$ cat config.mk
export PLATFORM = sky130hd
export DESIGN_NAME = cpu_core
export DESIGN_NICKNAME = d
export VERILOG_FILES = /design/src/verilog/cpu_pkg.sv /design/src/verilog/alu8.sv /design/src/verilog/bus_sequencer.sv /design/src/verilog/cpu_core.sv /design/src/verilog/instruction_control.sv /design/src/verilog/register_file.sv
export SDC_FILE = /design/constraint.sdc
export NUM_CORES = 1
export LEC_CHECK = 0
export CAP_MARGIN = 10
export CORE_ASPECT_RATIO = 0.5
export CORE_MARGIN = 2
export CORE_UTILIZATION = 59
export DETAILED_ROUTE_END_ITERATION = 10
export DONT_BUFFER_PORTS = 1
export PLACE_DENSITY_LB_ADDON = 0.15
export SLEW_MARGIN = 25
export SYNTH_ARGS = -nofsm -noshare
export SYNTH_HDL_FRONTEND = slang
export SYNTH_HIERARCHICAL = 1
export SYNTH_SLANG_ARGS = --single-unit
$ cat constraint.sdc
create_clock -name clk -period 15.22 [get_ports clk]
set_input_delay 1.522 -clock clk [delete_from_list [all_inputs] [get_ports clk]]
set_output_delay 1.522 -clock clk [all_outputs]
set_load 0.005 [all_outputs]
$ cat src/verilog/cpu_pkg.sv
`default_nettype none

package cpu_pkg;

	// Data bytes and addresses are fixed by the LR35902 architecture
	localparam int data_width = 8;
	localparam int addr_width = 16;

	// Every machine cycle on the external bus spans this many clocks
	localparam int cycles_per_mc = 4;

	// Bit positions inside the flag nibble, Z on top and C at the bottom
	localparam int flag_z = 3;
	localparam int flag_n = 2;
	localparam int flag_h = 1;
	localparam int flag_c = 0;

	// The first opcode fetch after reset reads this address
	localparam logic [addr_width-1:0] reset_pc = 16'h0000;

	// Register codes as they appear in bits 5:3 and 2:0 of an opcode
	typedef enum logic [2:0] {
		reg_b  = 3'd0,
		reg_c  = 3'd1,
		reg_d  = 3'd2,
		reg_e  = 3'd3,
		reg_h  = 3'd4,
		reg_l  = 3'd5,
		mem_hl = 3'd6,
		reg_a  = 3'd7
	} reg_sel_t;

	// The first eight values follow opcode bits 5:3 of the ALU group
	typedef enum logic [3:0] {
		alu_add = 4'd0,
		alu_adc = 4'd1,
		alu_sub = 4'd2,
		alu_sbc = 4'd3,
		alu_and = 4'd4,
		alu_xor = 4'd5,
		alu_or  = 4'd6,
		alu_cp  = 4'd7,
		alu_inc = 4'd8,
		alu_dec = 4'd9
	} alu_op_t;

	typedef enum logic [1:0] {
		bus_idle  = 2'd0,
		bus_fetch = 2'd1,
		bus_read  = 2'd2,
		bus_write = 2'd3
	} bus_kind_t;

	typedef enum logic [2:0] {
		st_fetch     = 3'd0,
		st_imm_lo    = 3'd1,
		st_imm_hi    = 3'd2,
		st_ind_read  = 3'd3,
		st_ind_write = 3'd4,
		st_jump      = 3'd5
	} ctrl_state_t;

	typedef struct packed {
		logic z;
		logic n;
		logic h;
		logic c;
	} flags_t;

	// What the bus sequencer runs in the following machine cycle
	typedef struct packed {
		bus_kind_t             kind;
		logic [addr_width-1:0] addr;
		logic [data_width-1:0] wdata;
	} bus_cmd_t;

	typedef struct packed {
		logic                  en;
		reg_sel_t              target;
		logic [data_width-1:0] data;
	} reg_write_t;

	// Only the flags with a set mask bit change
	typedef struct packed {
		logic [3:0] mask;
		flags_t     value;
	} flag_write_t;

	typedef struct packed {
		logic [data_width-1:0] b;
		logic [data_width-1:0] c;
		logic [data_width-1:0] d;
		logic [data_width-1:0] e;
		logic [data_width-1:0] h;
		logic [data_width-1:0] l;
		logic [data_width-1:0] a;
		flags_t                f;
	} reg_set_t;

endpackage

`default_nettype wire

$ cat src/verilog/alu8.sv
`timescale 1ns/1ps
`default_nettype none

module alu8 (
	input  cpu_pkg::alu_op_t                op,
	input  logic [cpu_pkg::data_width-1:0] a,
	input  logic [cpu_pkg::data_width-1:0] arg,
	input  cpu_pkg::flags_t                 flags_in,
	output logic [cpu_pkg::data_width-1:0] result,
	output cpu_pkg::flags_t                 flags_out
);

	logic carry_in;
	logic [4:0] nib;
	logic [8:0] wide;
	logic n_out;

	always_comb
	begin
		carry_in = 1'b0;
		nib = 5'd0;
		wide = 9'd0;
		n_out = 1'b0;
		case (op)
		cpu_pkg::alu_add, cpu_pkg::alu_adc:
		begin
			carry_in = (op == cpu_pkg::alu_adc) && flags_in.c;
			// Bit 4 of the low nibble sum is the half carry
			nib = 5'(a[3:0]) + 5'(arg[3:0]) + 5'(carry_in);
			wide = 9'(a) + 9'(arg) + 9'(carry_in);
		end
		cpu_pkg::alu_sub, cpu_pkg::alu_sbc, cpu_pkg::alu_cp:
		begin
			carry_in = (op == cpu_pkg::alu_sbc) && flags_in.c;
			// A borrow wraps into the extra top bit
			nib = 5'(a[3:0]) - 5'(arg[3:0]) - 5'(carry_in);
			wide = 9'(a) - 9'(arg) - 9'(carry_in);
			n_out = 1'b1;
		end
		cpu_pkg::alu_and: wide = {1'b0, a & arg};
		cpu_pkg::alu_xor: wide = {1'b0, a ^ arg};
		cpu_pkg::alu_or: wide = {1'b0, a | arg};
		cpu_pkg::alu_inc:
		begin
			nib = 5'(arg[3:0]) + 5'd1;
			wide = 9'(arg) + 9'd1;
		end
		cpu_pkg::alu_dec:
		begin
			nib = 5'(arg[3:0]) - 5'd1;
			wide = 9'(arg) - 9'd1;
			n_out = 1'b1;
		end
		default: wide = 9'd0;
		endcase
	end

	assign result = wide[7:0];

	// AND forces H, OR and XOR clear it, INC and DEC pass the old carry through
	always_comb
	begin
		flags_out.z = wide[7:0] == 8'd0;
		flags_out.n = n_out;
		flags_out.h = (op == cpu_pkg::alu_and) ? 1'b1 : nib[4];
		flags_out.c = (op == cpu_pkg::alu_inc || op == cpu_pkg::alu_dec) ? flags_in.c : wide[8];
	end

endmodule

`default_nettype wire

$ cat src/verilog/bus_sequencer.sv
`timescale 1ns/1ps
`default_nettype none

module bus_sequencer (
	input  logic                            clk,
	input  logic                            reset,
	input  cpu_pkg::bus_cmd_t               next_cmd,
	input  logic [cpu_pkg::data_width-1:0] data,
	output logic                            mc_last,
	output logic [cpu_pkg::data_width-1:0] rdata,
	output logic [cpu_pkg::addr_width-1:0] adr,
	output logic [cpu_pkg::data_width-1:0] dout,
	output logic                            ddrv,
	output logic                            read,
	output logic                            write
);

	logic [1:0] cycle;
	cpu_pkg::bus_cmd_t cmd;
	logic cmd_is_read;

	// Fetches and operand reads use the same strobe sequence
	assign cmd_is_read = (cmd.kind == cpu_pkg::bus_fetch) || (cmd.kind == cpu_pkg::bus_read);
	assign mc_last = cycle == 2'(cpu_pkg::cycles_per_mc - 1);

	// Cycle counter, command latch and strobes
	always_ff @(posedge clk)
	begin
		if (reset)
		begin
			cycle <= 2'd0;
			// Reset starts the core on an opcode fetch at the reset vector
			cmd   <= '{kind: cpu_pkg::bus_fetch, addr: cpu_pkg::reset_pc, wdata: '0};
			read  <= 1'b0;
			write <= 1'b0;
			ddrv  <= 1'b0;
		end
		else
		begin
			cycle <= cycle + 2'd1;
			if (mc_last)
				cmd <= next_cmd;
			case (cycle)
			2'd0:
			begin
				// The data bus is only driven for a store
				if (cmd_is_read)
					ddrv <= 1'b0;
				else if (cmd.kind == cpu_pkg::bus_write)
					ddrv <= 1'b1;
			end
			2'd1:
			begin
				read  <= cmd_is_read;
				write <= cmd.kind == cpu_pkg::bus_write;
			end
			2'd2:
				write <= 1'b0;
			default:
				read <= 1'b0;
			endcase
		end
	end

	// Address, store data and captured read data
	always_ff @(posedge clk)
	begin
		if (cycle == 2'd0 && cmd.kind != cpu_pkg::bus_idle)
			adr <= cmd.addr;
		if (cycle == 2'd0 && cmd.kind == cpu_pkg::bus_write)
			dout <= cmd.wdata;
		// Memory answers while read is high in cycle 2
		if (cycle == 2'd2 && cmd_is_read)
			rdata <= data;
	end

endmodule

`default_nettype wire

$ cat src/verilog/cpu_core.sv
`timescale 1ns/1ps
`default_nettype none

module cpu_core (
	input  logic                            clk,
	input  logic                            reset,
	output logic [cpu_pkg::addr_width-1:0] adr,
	output logic [cpu_pkg::data_width-1:0] dout,
	output logic                            ddrv,
	output logic                            read,
	output logic                            write,
	input  logic [cpu_pkg::data_width-1:0] data
);

	// Handshake between the bus sequencer and the instruction control
	cpu_pkg::bus_cmd_t next_cmd;
	logic mc_last;
	logic [cpu_pkg::data_width-1:0] rdata;

	// Register file ports
	cpu_pkg::reg_set_t regs;
	cpu_pkg::reg_write_t reg_wr;
	cpu_pkg::flag_write_t flag_wr;

	// ALU operands and results
	cpu_pkg::alu_op_t alu_op;
	logic [cpu_pkg::data_width-1:0] alu_arg;
	logic [cpu_pkg::data_width-1:0] alu_result;
	cpu_pkg::flags_t alu_flags;

	bus_sequencer seq0 (
		.clk      (clk),
		.reset    (reset),
		.next_cmd (next_cmd),
		.data     (data),
		.mc_last  (mc_last),
		.rdata    (rdata),
		.adr      (adr),
		.dout     (dout),
		.ddrv     (ddrv),
		.read     (read),
		.write    (write)
	);

	instruction_control ctrl0 (
		.clk        (clk),
		.reset      (reset),
		.mc_last    (mc_last),
		.rdata      (rdata),
		.regs       (regs),
		.alu_result (alu_result),
		.alu_flags  (alu_flags),
		.next_cmd   (next_cmd),
		.reg_wr     (reg_wr),
		.flag_wr    (flag_wr),
		.alu_op     (alu_op),
		.alu_arg    (alu_arg)
	);

	register_file regs0 (
		.clk     (clk),
		.reset   (reset),
		.reg_wr  (reg_wr),
		.flag_wr (flag_wr),
		.regs    (regs)
	);

	// The accumulator and the live flags feed the ALU directly
	alu8 alu0 (
		.op        (alu_op),
		.a         (regs.a),
		.arg       (alu_arg),
		.flags_in  (regs.f),
		.result    (alu_result),
		.flags_out (alu_flags)
	);

endmodule

`default_nettype wire

$ cat src/verilog/instruction_control.sv
`timescale 1ns/1ps
`default_nettype none

module instruction_control (
	input  logic                            clk,
	input  logic                            reset,
	input  logic                            mc_last,
	input  logic [cpu_pkg::data_width-1:0] rdata,
	input  cpu_pkg::reg_set_t               regs,
	input  logic [cpu_pkg::data_width-1:0] alu_result,
	input  cpu_pkg::flags_t                 alu_flags,
	output cpu_pkg::bus_cmd_t               next_cmd,
	output cpu_pkg::reg_write_t             reg_wr,
	output cpu_pkg::flag_write_t            flag_wr,
	output cpu_pkg::alu_op_t                alu_op,
	output logic [cpu_pkg::data_width-1:0] alu_arg
);

	cpu_pkg::ctrl_state_t state;
	cpu_pkg::ctrl_state_t state_next;
	logic [15:0] pc;
	logic [15:0] pc_next;
	logic [15:0] pc_inc;
	logic [15:0] hl;
	logic [15:0] jump_target;
	logic [7:0] op;
	logic [7:0] imm_lo;
	logic [7:0] imm_hi;
	logic [7:0] cur_op;
	cpu_pkg::reg_sel_t dst;
	cpu_pkg::reg_sel_t src;
	cpu_pkg::reg_sel_t wr_target;
	logic is_ld_rr;
	logic is_ld_imm;
	logic is_alu_r;
	logic is_alu_imm;
	logic is_incdec;
	logic is_jp;
	logic is_jr;
	logic jr_taken;
	logic alu_commit;
	logic wr_en;
	logic [7:0] wr_data;
	logic [3:0] alu_mask;

	// Reads a register by its opcode code, where (HL) stands for the bus byte
	function automatic logic [7:0] reg_value(input cpu_pkg::reg_set_t r,
			input cpu_pkg::reg_sel_t sel, input logic [7:0] mem);
		logic [7:0] v;
		case (sel)
		cpu_pkg::reg_b: v = r.b;
		cpu_pkg::reg_c: v = r.c;
		cpu_pkg::reg_d: v = r.d;
		cpu_pkg::reg_e: v = r.e;
		cpu_pkg::reg_h: v = r.h;
		cpu_pkg::reg_l: v = r.l;
		cpu_pkg::reg_a: v = r.a;
		default: v = mem;
		endcase
		return v;
	endfunction

	// During the fetch cycle the opcode is still on the read data lines
	assign cur_op = (state == cpu_pkg::st_fetch) ? rdata : op;
	assign dst = cpu_pkg::reg_sel_t'(cur_op[5:3]);
	assign src = cpu_pkg::reg_sel_t'(cur_op[2:0]);

	// Opcode groups of the kept subset, 0x76 and all others fall through as NOP
	assign is_ld_rr = (cur_op[7:6] == 2'b01) && (cur_op != 8'h76);
	assign is_ld_imm = (cur_op[7:6] == 2'b00) && (src == cpu_pkg::mem_hl) && (dst != cpu_pkg::mem_hl);
	assign is_alu_r = cur_op[7:6] == 2'b10;
	assign is_alu_imm = (cur_op[7:6] == 2'b11) && (src == cpu_pkg::mem_hl);
	assign is_incdec = (cur_op[7:6] == 2'b00) && (cur_op[2:1] == 2'b10) && (dst != cpu_pkg::mem_hl);
	assign is_jp = cur_op == 8'hc3;
	assign is_jr = (cur_op == 8'h18) || ((cur_op[7:5] == 3'b001) && (cur_op[2:0] == 3'b000));

	// Bit 4 picks C over Z and bit 3 gives the flag value that takes the branch
	assign jr_taken = (cur_op == 8'h18) ||
		((cur_op[4] ? regs.f[cpu_pkg::flag_c] : regs.f[cpu_pkg::flag_z]) == cur_op[3]);

	assign hl = {regs.h, regs.l};
	assign pc_inc = pc + 16'd1;
	assign jump_target = is_jp ? {imm_hi, imm_lo} : pc + {{8{imm_lo[7]}}, imm_lo};

	assign alu_op = is_incdec ? (cur_op[0] ? cpu_pkg::alu_dec : cpu_pkg::alu_inc)
		: cpu_pkg::alu_op_t'({1'b0, cur_op[5:3]});
	// Register operands are only read in the fetch cycle, later ones come off the bus
	assign alu_arg = (state == cpu_pkg::st_fetch) ? reg_value(regs, is_incdec ? dst : src, rdata)
		: rdata;

	// INC and DEC leave the carry alone
	always_comb
	begin
		alu_mask = 4'b0000;
		alu_mask[cpu_pkg::flag_z] = 1'b1;
		alu_mask[cpu_pkg::flag_n] = 1'b1;
		alu_mask[cpu_pkg::flag_h] = 1'b1;
		alu_mask[cpu_pkg::flag_c] = !is_incdec;
	end

	always_comb
	begin
		state_next = state;
		pc_next = pc;
		next_cmd = '{kind: cpu_pkg::bus_fetch, addr: pc_inc, wdata: '0};
		alu_commit = 1'b0;
		wr_en = 1'b0;
		wr_target = dst;
		wr_data = rdata;
		case (state)
		cpu_pkg::st_fetch:
		begin
			pc_next = pc_inc;
			if (is_ld_imm || is_alu_imm || is_jr || is_jp)
				state_next = cpu_pkg::st_imm_lo;
			else if ((is_ld_rr || is_alu_r) && src == cpu_pkg::mem_hl)
			begin
				state_next = cpu_pkg::st_ind_read;
				next_cmd = '{kind: cpu_pkg::bus_read, addr: hl, wdata: '0};
			end
			else if (is_ld_rr && dst == cpu_pkg::mem_hl)
			begin
				state_next = cpu_pkg::st_ind_write;
				next_cmd = '{kind: cpu_pkg::bus_write, addr: hl, wdata: reg_value(regs, src, rdata)};
			end
			else if (is_ld_rr)
			begin
				wr_en = 1'b1;
				wr_data = reg_value(regs, src, rdata);
			end
			else
				alu_commit = is_alu_r || is_incdec;
		end
		cpu_pkg::st_imm_lo:
		begin
			pc_next = pc_inc;
			state_next = cpu_pkg::st_fetch;
			if (is_jp)
				state_next = cpu_pkg::st_imm_hi;
			else if (is_jr && jr_taken)
			begin
				// A taken branch spends one idle machine cycle on the new PC
				state_next = cpu_pkg::st_jump;
				next_cmd.kind = cpu_pkg::bus_idle;
			end
			else if (is_ld_imm)
				wr_en = 1'b1;
			else
				alu_commit = is_alu_imm;
		end
		cpu_pkg::st_imm_hi:
		begin
			pc_next = pc_inc;
			state_next = cpu_pkg::st_jump;
			next_cmd.kind = cpu_pkg::bus_idle;
		end
		cpu_pkg::st_ind_read:
		begin
			// PC already points past the opcode
			state_next = cpu_pkg::st_fetch;
			next_cmd.addr = pc;
			wr_en = is_ld_rr;
			alu_commit = is_alu_r;
		end
		cpu_pkg::st_ind_write:
		begin
			state_next = cpu_pkg::st_fetch;
			next_cmd.addr = pc;
		end
		cpu_pkg::st_jump:
		begin
			state_next = cpu_pkg::st_fetch;
			pc_next = jump_target;
			next_cmd.addr = jump_target;
		end
		default:
			state_next = cpu_pkg::st_fetch;
		endcase
		// CP only updates the flags
		if (alu_commit)
		begin
			wr_en = alu_op != cpu_pkg::alu_cp;
			wr_target = is_incdec ? dst : cpu_pkg::reg_a;
			wr_data = alu_result;
		end
	end

	// Writes land on the same edge that closes the machine cycle
	assign reg_wr = '{en: wr_en && mc_last, target: wr_target, data: wr_data};
	assign flag_wr = '{mask: (alu_commit && mc_last) ? alu_mask : 4'b0000, value: alu_flags};

	always_ff @(posedge clk)
	begin
		if (reset)
		begin
			state <= cpu_pkg::st_fetch;
			pc <= cpu_pkg::reset_pc;
		end
		else if (mc_last)
		begin
			state <= state_next;
			pc <= pc_next;
		end
	end

	// Opcode and immediates are kept for the later cycles of an instruction
	always_ff @(posedge clk)
	begin
		if (mc_last && state == cpu_pkg::st_fetch)
			op <= rdata;
		if (mc_last && state == cpu_pkg::st_imm_lo)
			imm_lo <= rdata;
		if (mc_last && state == cpu_pkg::st_imm_hi)
			imm_hi <= rdata;
	end

endmodule

`default_nettype wire

$ cat src/verilog/register_file.sv
`timescale 1ns/1ps
`default_nettype none

module register_file (
	input  logic                 clk,
	input  logic                 reset,
	input  cpu_pkg::reg_write_t  reg_wr,
	input  cpu_pkg::flag_write_t flag_wr,
	output cpu_pkg::reg_set_t    regs
);

	cpu_pkg::flags_t f_next;

	// Flags outside the mask keep their old value
	assign f_next = cpu_pkg::flags_t'((regs.f & ~flag_wr.mask) | (flag_wr.value & flag_wr.mask));

	always_ff @(posedge clk)
	begin
		if (reset)
			regs <= '0;
		else
		begin
			if (reg_wr.en)
			begin
				case (reg_wr.target)
				cpu_pkg::reg_b: regs.b <= reg_wr.data;
				cpu_pkg::reg_c: regs.c <= reg_wr.data;
				cpu_pkg::reg_d: regs.d <= reg_wr.data;
				cpu_pkg::reg_e: regs.e <= reg_wr.data;
				cpu_pkg::reg_h: regs.h <= reg_wr.data;
				cpu_pkg::reg_l: regs.l <= reg_wr.data;
				cpu_pkg::reg_a: regs.a <= reg_wr.data;
				// Memory targets go out on the bus instead
				default: ;
				endcase
			end
			regs.f <= f_next;
		end
	end

endmodule

`default_nettype wire
; Word-level counts from Yosys, hierarchy flattened
; Index checks and enable logic that the tools add are counted.
[word_totals]
word_cells = 217
register_bits = 166
out_inout_bits = 27
in_bits = 10
[classes]
add_sub_neg = 15
n_eq_ne = 52
n_bitwise = 7
reduce_logical = 58
muxes = 59
[op_table]
columns = operator, count
row1 = $pmux 8 s7, 2
row2 = $mux 26, 3
row3 = $mux 8, 9
row4 = $pmux 9 s7, 1
row5 = $pmux 16 s3, 1
row6 = $eq 3x3->1 const B, 13
row7 = $pmux 16 s2, 1
row8 = $eq 3x2->1 const B, 8
row9 = $mux 3, 8
row10 = $mux 1, 23
row11 = $logic_and 1x1->1, 20
row12 = $pmux 5 s4, 1
row13 = $reduce_and 2->1, 10
row14 = $add 16x1->16 const B, 1
row15 = $add 16x16->16, 1
row16 = $eq 4x3->1 const B, 4
row17 = $mux 16, 1
row18 = $eq 3x1->1 const B, 5
row19 = $eq 2x2->1 const B, 7
row20 = $logic_not 3->1, 4
row21 = $add 8x1->9 const B, 1
row22 = $add 8x8->9, 1
row23 = $add 9x1->9, 1
row24 = $logic_or 1x1->1, 9
row25 = 41 further kinds, 56

; Longest topological paths before layout
; Gate-level depths: netlist of the first run.
[depth]
depth_word = 16
ltp_mapped = 26
mapped_depth_nobuf = 21

; By module
; The synthesis of the first run kept the hierarchy.
[by_module_without_submodules]
columns = mod, instances, seq_area_each_um2, area_per_inst_um2, cells_per_inst
row1 = instruction_control, 1, 1101.1, 5408.9, 755
row2 = register_file, 1, 1201.2, 2397.3, 214
row3 = bus_sequencer, 1, 1581.5, 2193.4, 146
row4 = alu8, 1, 0.0, 1780.5, 241

; Least setup slack after synthesis of the first run
; OpenSTA, ideal clock, no wires.
[synth_path]
kind = flip-flop to flip-flop
start = register seq0/rdata[1] (netlist bit)
end = register (tool-made name)
slack_ns = 9.728
path_buffers = 3
synth_period_minus_slack_ns = 5.492
setup_ns = 0.064
path_stages_with_launch = 24
arrival_ns = 5.427
required_ns = 15.156
path_cell_list = edfxtp_1 clkbuf_1 nor4b_1 nand2_1 o21ai_2 mux2i_1 and3_1 clkbuf_1 o2bb2ai_1 a211oi_1 o21ai_0 inv_1 fa_1 fa_1 nor2_1 a31oi_1 o22ai_1 or3_4 or3_1 or4_4 nor3_2 buf_4 mux2i_1 nor2_1
[synth_lines]
columns = element, line_no
row1 = from (decl), bus_sequencer.sv:10  ; output logic [cpu_pkg::data_width-1:0] rdata,
row2 = from (signal assigned), bus_sequencer.sv:74  ; rdata <= data;

==> reports/results.ini, run 1 <==
[clock_network]
cts_tree=built
clk_pin_slew_worst_paths_ps=70
cts_buffer_depth=2
numCtsBuffers=17
ctsRootBufferMaster=clkbuf_16
cts_sinks=164
post_cts_resize_count=0
postCtsHoldBufs=0
h-tree-depth=4
clock_latency_late_sink_ps=440
post-cts-setup-buffer-count=0

[global_routing]
first_global_vias=9679
grt_max_degree=113
grt_util_all_layers_pct=34.4
antenna_found_initial=0
globalRoute.totalOverflow=0
grt_first_pass_wirelength_um=55200

[critical_path]
worst-path-max-fanout=18
critical_path_type=reg2reg
end_kind=register
critPathRequiredTime_ps=15580
timing.critical_path.cells=nor4b_1, nand2_1, o21ai_2, mux2i_1, and3_1, o2bb2ai_1, a211oi_1, o21ai_0, inv_1, fa_1, inv_1, ha_1, o211ai_1, nand3b_2, a21oi_2, mux2_2, o21ai_0, mux2i_1, a21oi_1, nand2b_1, mux2i_1
worst_path_most_repeated_cell=mux2i_1
slowest_delay_ps=750
startpoint_type=register
cpMaxStageDelayCell=nor4b_1
critPathArrivalTime_ps=7360

[detailed_routing]
routed_wl_um=36000
wl_per_cell_um=23.2
detail_route.first_pass.iterations=6
detail_route.iter0.violations=1193
drt.antenna.violating_nets=0
avgViaCountPerCell=6.61
remaining_drc_errors=0
routed-via-count=10300

[timing]
worst_slew_pin_slew_ps=888
unrepaired_setup_endpoints_after_global_routing=no
report.final.hold_viol_count=0
headroom_to_the_max_slew_limit_pct=39.1
min_period_over_period_pct=46.0
final_setup_violations=0
totalNegativeSetupSlack_ps=0
finalMaxSlewViolations=0
final_period_minus_worst_setup_slack_ps=6990
max_freq_mhz=143
largest_clock_skew_in_the_final_design_ps=10.4

[layout]
n_antenna_cell=0
areaGrowthSynthToFinish_pct=4.84
filler_cell_count=1716
final_cell_mix=114 x nor2_1, 114 x mux2i_1, 108 x dfxtp_1
layout.area.seq_um2=3840
drive_gt1_share_pct=6.36
num-nets-final=1351
multiInputGateArea_um2=7190
final_design_area_no_fill_um2=12200

[power]
power_per_cell_area_nw_per_um2=86.6
cellLeakagePower_nw=4.67
p_sw_share_pct=29.6
peakVddDrop_mv=0.0640
switching_power_mw=0.312
power.share.clock_pct=42.6
design_power_total_mw=1.06
share_seq_of_total_power_pct=44.9
internal_power_mw=0.743
comb_power_share_pct=12.5

[flow_run]
max-cap-violations=0

[placed_design]
area_of_placed_instances_um2=11600
gpl.final_weighted_congestion=0.990
dpl.hpwl_um=26500
portBuffers=0

[floorplanning]
placeableCoreArea_um2=19400
io_pins=37
dieHeight_um=103
starting_density_of_the_core_pct=60.0
die-width_um=203
total_die_area_um2=20900
std_cell_rows=36

[synth]
syn_avg_cell_area_um2=8.69
yosysWarnings=6
netlist_instances=1338
synthesis.area_um2=11600
synth_net_count=1413

[hold_path]
worstHoldPathType=reg2reg

[status]
run_status=finished, final reports clean

==> worst paths after layout <==
path,startpoint,endpoint,slack (ps),depth (start not counted)
worst max register to register,seq0/rdata[6]$_DFFE_PP_,regs0/regs[34]$_SDFFE_PP0P_,8230,21
worst max-delay path,seq0/rdata[6]$_DFFE_PP_,regs0/regs[34]$_SDFFE_PP0P_,8230,21
worst min-delay path,seq0/cmd[2]$_SDFFE_PP0N_,seq0/dout[2]$_DFFE_PP_,430,0
worst min register to register,seq0/cmd[2]$_SDFFE_PP0N_,seq0/dout[2]$_DFFE_PP_,430,0
==> worst max-delay path, delay by kind of cell, from the launching register on <==
kind,cells,cell delay (ps)
compound gates,8,2420
fa+ha+maj,2,800
buf+inv,2,320
flops,1,710
mux,4,970
simple gates,5,1680
==> power groups by stage <==
stage               Clock, mW  Sequential (mW)  Combinational, mW
floorplan                   0            0.476              0.107
global placement            0            0.483              0.126
detailed placement          0            0.484              0.127
CTS                     0.452            0.474              0.128
global route            0.469            0.475              0.141
finish                  0.450            0.474              0.132
==> routing by layer <==
metal / share of wire, % / GRT usage [%] / vias to the layer above
met5: 0 / 0 / -
met4: 2.2 / 10.9 / 0
met3: 8.2 / 7.05 / 65
met2: 46 / 57.9 / 464
met1: 44 / 45.2 / 4978
li1: - / - / 4776
==> through the flow <==
step / cells / setup slack [ps] / utilization (%) / hold slack [ps]
detailed placement: 1523 / 8500 / 59.8 / 418
CTS: 1555 / 8450 / 63.0 / 435
global placement: 1523 / 8930 / 59.7 / 413
finish: 1555 / 8230 / 63.0 / 430
global route: 1555 / 7810 / 63.0 / 439
floorplan: 1338 / 9730 / - / 408
==> state kept, by name (all words and copies together) (netlist names), named ones only <==
name	flops
ctrl0/imm_hi	8
seq0/read	1
seq0/ddrv	1
ctrl0/imm_lo	8
seq0/adr	16
seq0/dout	8
seq0/write	1
seq0/cmd	26
ctrl0/pc	16
regs0/regs	56
ctrl0/op	8
seq0/rdata	8
seq0/cycle	2
ctrl0/state	3
==> layout make-up <==
cell class / count / share of cell area (%)
repair buffers: 10 / 0.616
multi-input cells: 1046 / 58.9
clock buffers: 18 / 3.69
clock inverters: 14 / 1.36
flip-flops and latches: 164 / 31.5
well taps: 266 / 2.73
inverters: 37 / 1.14
Power figures use the tool's default switching activity.
==> inputs of run 2 (changes only) <==
--- a/config.mk
+++ b/config.mk
@@ -5,6 +5,7 @@
 export SDC_FILE = /design/constraint.sdc
 export NUM_CORES = 1
 export LEC_CHECK = 0
+export ABC_AREA = 1
 export CAP_MARGIN = 10
 export CORE_ASPECT_RATIO = 0.5
 export CORE_MARGIN = 2
==> constraint.sdc (replaced) <==
create_clock -name clk -period 7.18 [get_ports clk]
set_input_delay 0.718 -clock clk [delete_from_list [all_inputs] [get_ports clk]]
set_output_delay 0.718 -clock clk [all_outputs]
set_load 0.005 [all_outputs]
==> reports/results.ini, run 2 <==
[critical_path]
end_kind=register
slowest_delay_ps=590
startpoint_type=register
critPathArrivalTime_ps=6230
cpMaxStageDelayCell=fa_1
critical_path_type=reg2reg
worst_path_most_repeated_cell=nand2_1
cp.buffers_inverters=6
worst-path-max-fanout=30
critPathRequiredTime_ps=7520
path_delay_family=simple AND/OR/NAND/NOR gates

[global_routing]
grt_util_all_layers_pct=36.0
antenna_found_initial=3
grt_first_pass_wirelength_um=59600
first_global_vias=10900
globalRoute.totalOverflow=0
grt_max_degree=59

[timing]
final_setup_violations=0
max_freq_mhz=170
report.final.hold_viol_count=0
unrepaired_setup_endpoints_after_global_routing=no
final_period_minus_worst_setup_slack_ps=5900
largest_clock_skew_in_the_final_design_ps=13.5
totalNegativeSetupSlack_ps=0
final_critical_path_setup_slack_ps=1280
worst_slew_pin_slew_ps=1010
min_period_over_period_pct=82.1
hold_ws_ps=336
finalMaxSlewViolations=0
headroom_to_the_max_slew_limit_pct=32.9

[detailed_routing]
detail_route.iter0.violations=1406
wl_per_cell_um=18.8
routed_wl_um=38200
remaining_drc_errors=0
drt.antenna.violating_nets=0
routed-via-count=12100
avgViaCountPerCell=5.92
detail_route.first_pass.iterations=6

[power]
power_per_cell_area_nw_per_um2=193
design_power_total_mw=2.43
cellLeakagePower_nw=5.74
peakVddDrop_mv=0.155

[synth]
netlist_instances=1790
synthesis.area_um2=12000
syn_avg_cell_area_um2=6.70
synth_net_count=1865
yosysWarnings=6

[layout]
largest_register_ff_count=56
areaGrowthSynthToFinish_pct=4.99
max_flop_register=regs0/regs
most_common_library_cell_in_the_layout_ignoring_fill_and_taps=nand2_1
filler_cell_count=1828
layout.area.seq_um2=3840
drive_gt1_share_pct=6.67
n_antenna_cell=0
final_cell_mix=390 x nand2_1, 324 x nor2_1, 226 x inv_1
num-nets-final=1831
reg.largest.list=regs0/regs x56, seq0/cmd x26
multiInputGateArea_um2=6840

[floorplanning]
total_die_area_um2=21500
die-width_um=206
std_cell_rows=36
placeableCoreArea_um2=19700
starting_density_of_the_core_pct=60.9
dieHeight_um=105
io_pins=37

[clock_network]
clock_latency_late_sink_ps=450
ctsRootBufferMaster=clkbuf_16
clk_pin_slew_worst_paths_ps=70
post_cts_resize_count=0
numCtsBuffers=17
h-tree-depth=4
postCtsHoldBufs=0
post-cts-setup-buffer-count=0
cts_tree=built
cts_buffer_depth=2
cts_sinks=164

[placed_design]
dpl.hpwl_um=28900
gpl.final_weighted_congestion=1.00
portBuffers=0
dp_worst_setup_slack_ps=1470

[status]
run_status=finished, final reports clean

[flow_run]
max-cap-violations=0

[hold_path]
worstHoldPathType=in2reg

==> run 2: where the power goes <==
| group | leakage [nW] | internal (mW) | switching (mW) |
|---|---|---|---|
| Sequential | 1.40 | 0.999 | 0.0373 |
| Combinational | 4.05 | 0.123 | 0.324 |
| Clock | 0.297 | 0.501 | 0.446 |
==> run 2: metrics by stage <==
stage | utilization, % | instance area, µm² | std cells
2_1_floorplan | - | 12000 | 1790
3_3_place_gp | 60.8 | 12000 | 2003
3_5_place_dp | 60.8 | 12000 | 2003
4_1_cts | 63.9 | 12600 | 2035
5_1_grt | 63.9 | 12600 | 2035
6_report | 63.9 | 12600 | 2035
==> run 2: final timing paths <==
| path | startpoint | end | slack, ps | cells past startpoint |
|---|---|---|---|---|
| setup / recovery | ctrl0/state[0]$_SDFFE_PP0P_ | regs0/regs[51]$_SDFFE_PP0P_ | 1280 | 31 |
| hold / removal | reset | seq0/cycle[0]$_SDFF_PP0_ | 340 | 1 |
| setup reg to reg | ctrl0/state[0]$_SDFFE_PP0P_ | regs0/regs[51]$_SDFFE_PP0P_ | 1280 | 31 |
| hold reg to reg | seq0/cmd[23]$_SDFFE_PP0N_ | seq0/adr[15]$_DFFE_PP_ | 430 | 0 |
==> run 2: cell type report <==
class                      count  share of cell area, %
multi-input combinational   1325                   54.3
sequential                   164                   30.5
inverter                     242                   7.26
clock buffer                  17                   3.38
tap                          266                   2.64
clock inverter                15                   1.49
timing repair buffer           6                  0.358
==> run 2: worst register-to-register path, delay by kind of cell (launching register included) <==
family | cells | cell delay, ps
fa+ha+maj | 2 | 770
compound gates | 4 | 970
buf+inv | 6 | 1110
flops | 1 | 360
simple gates | 19 | 2590
==> run 2: metal layers <==
layer  GRT usage (%)  routed length [µm]
met1            50.5               16900
met2            54.3               16300
met3            9.17                3940
met4            10.7                1020
met5               0                  39
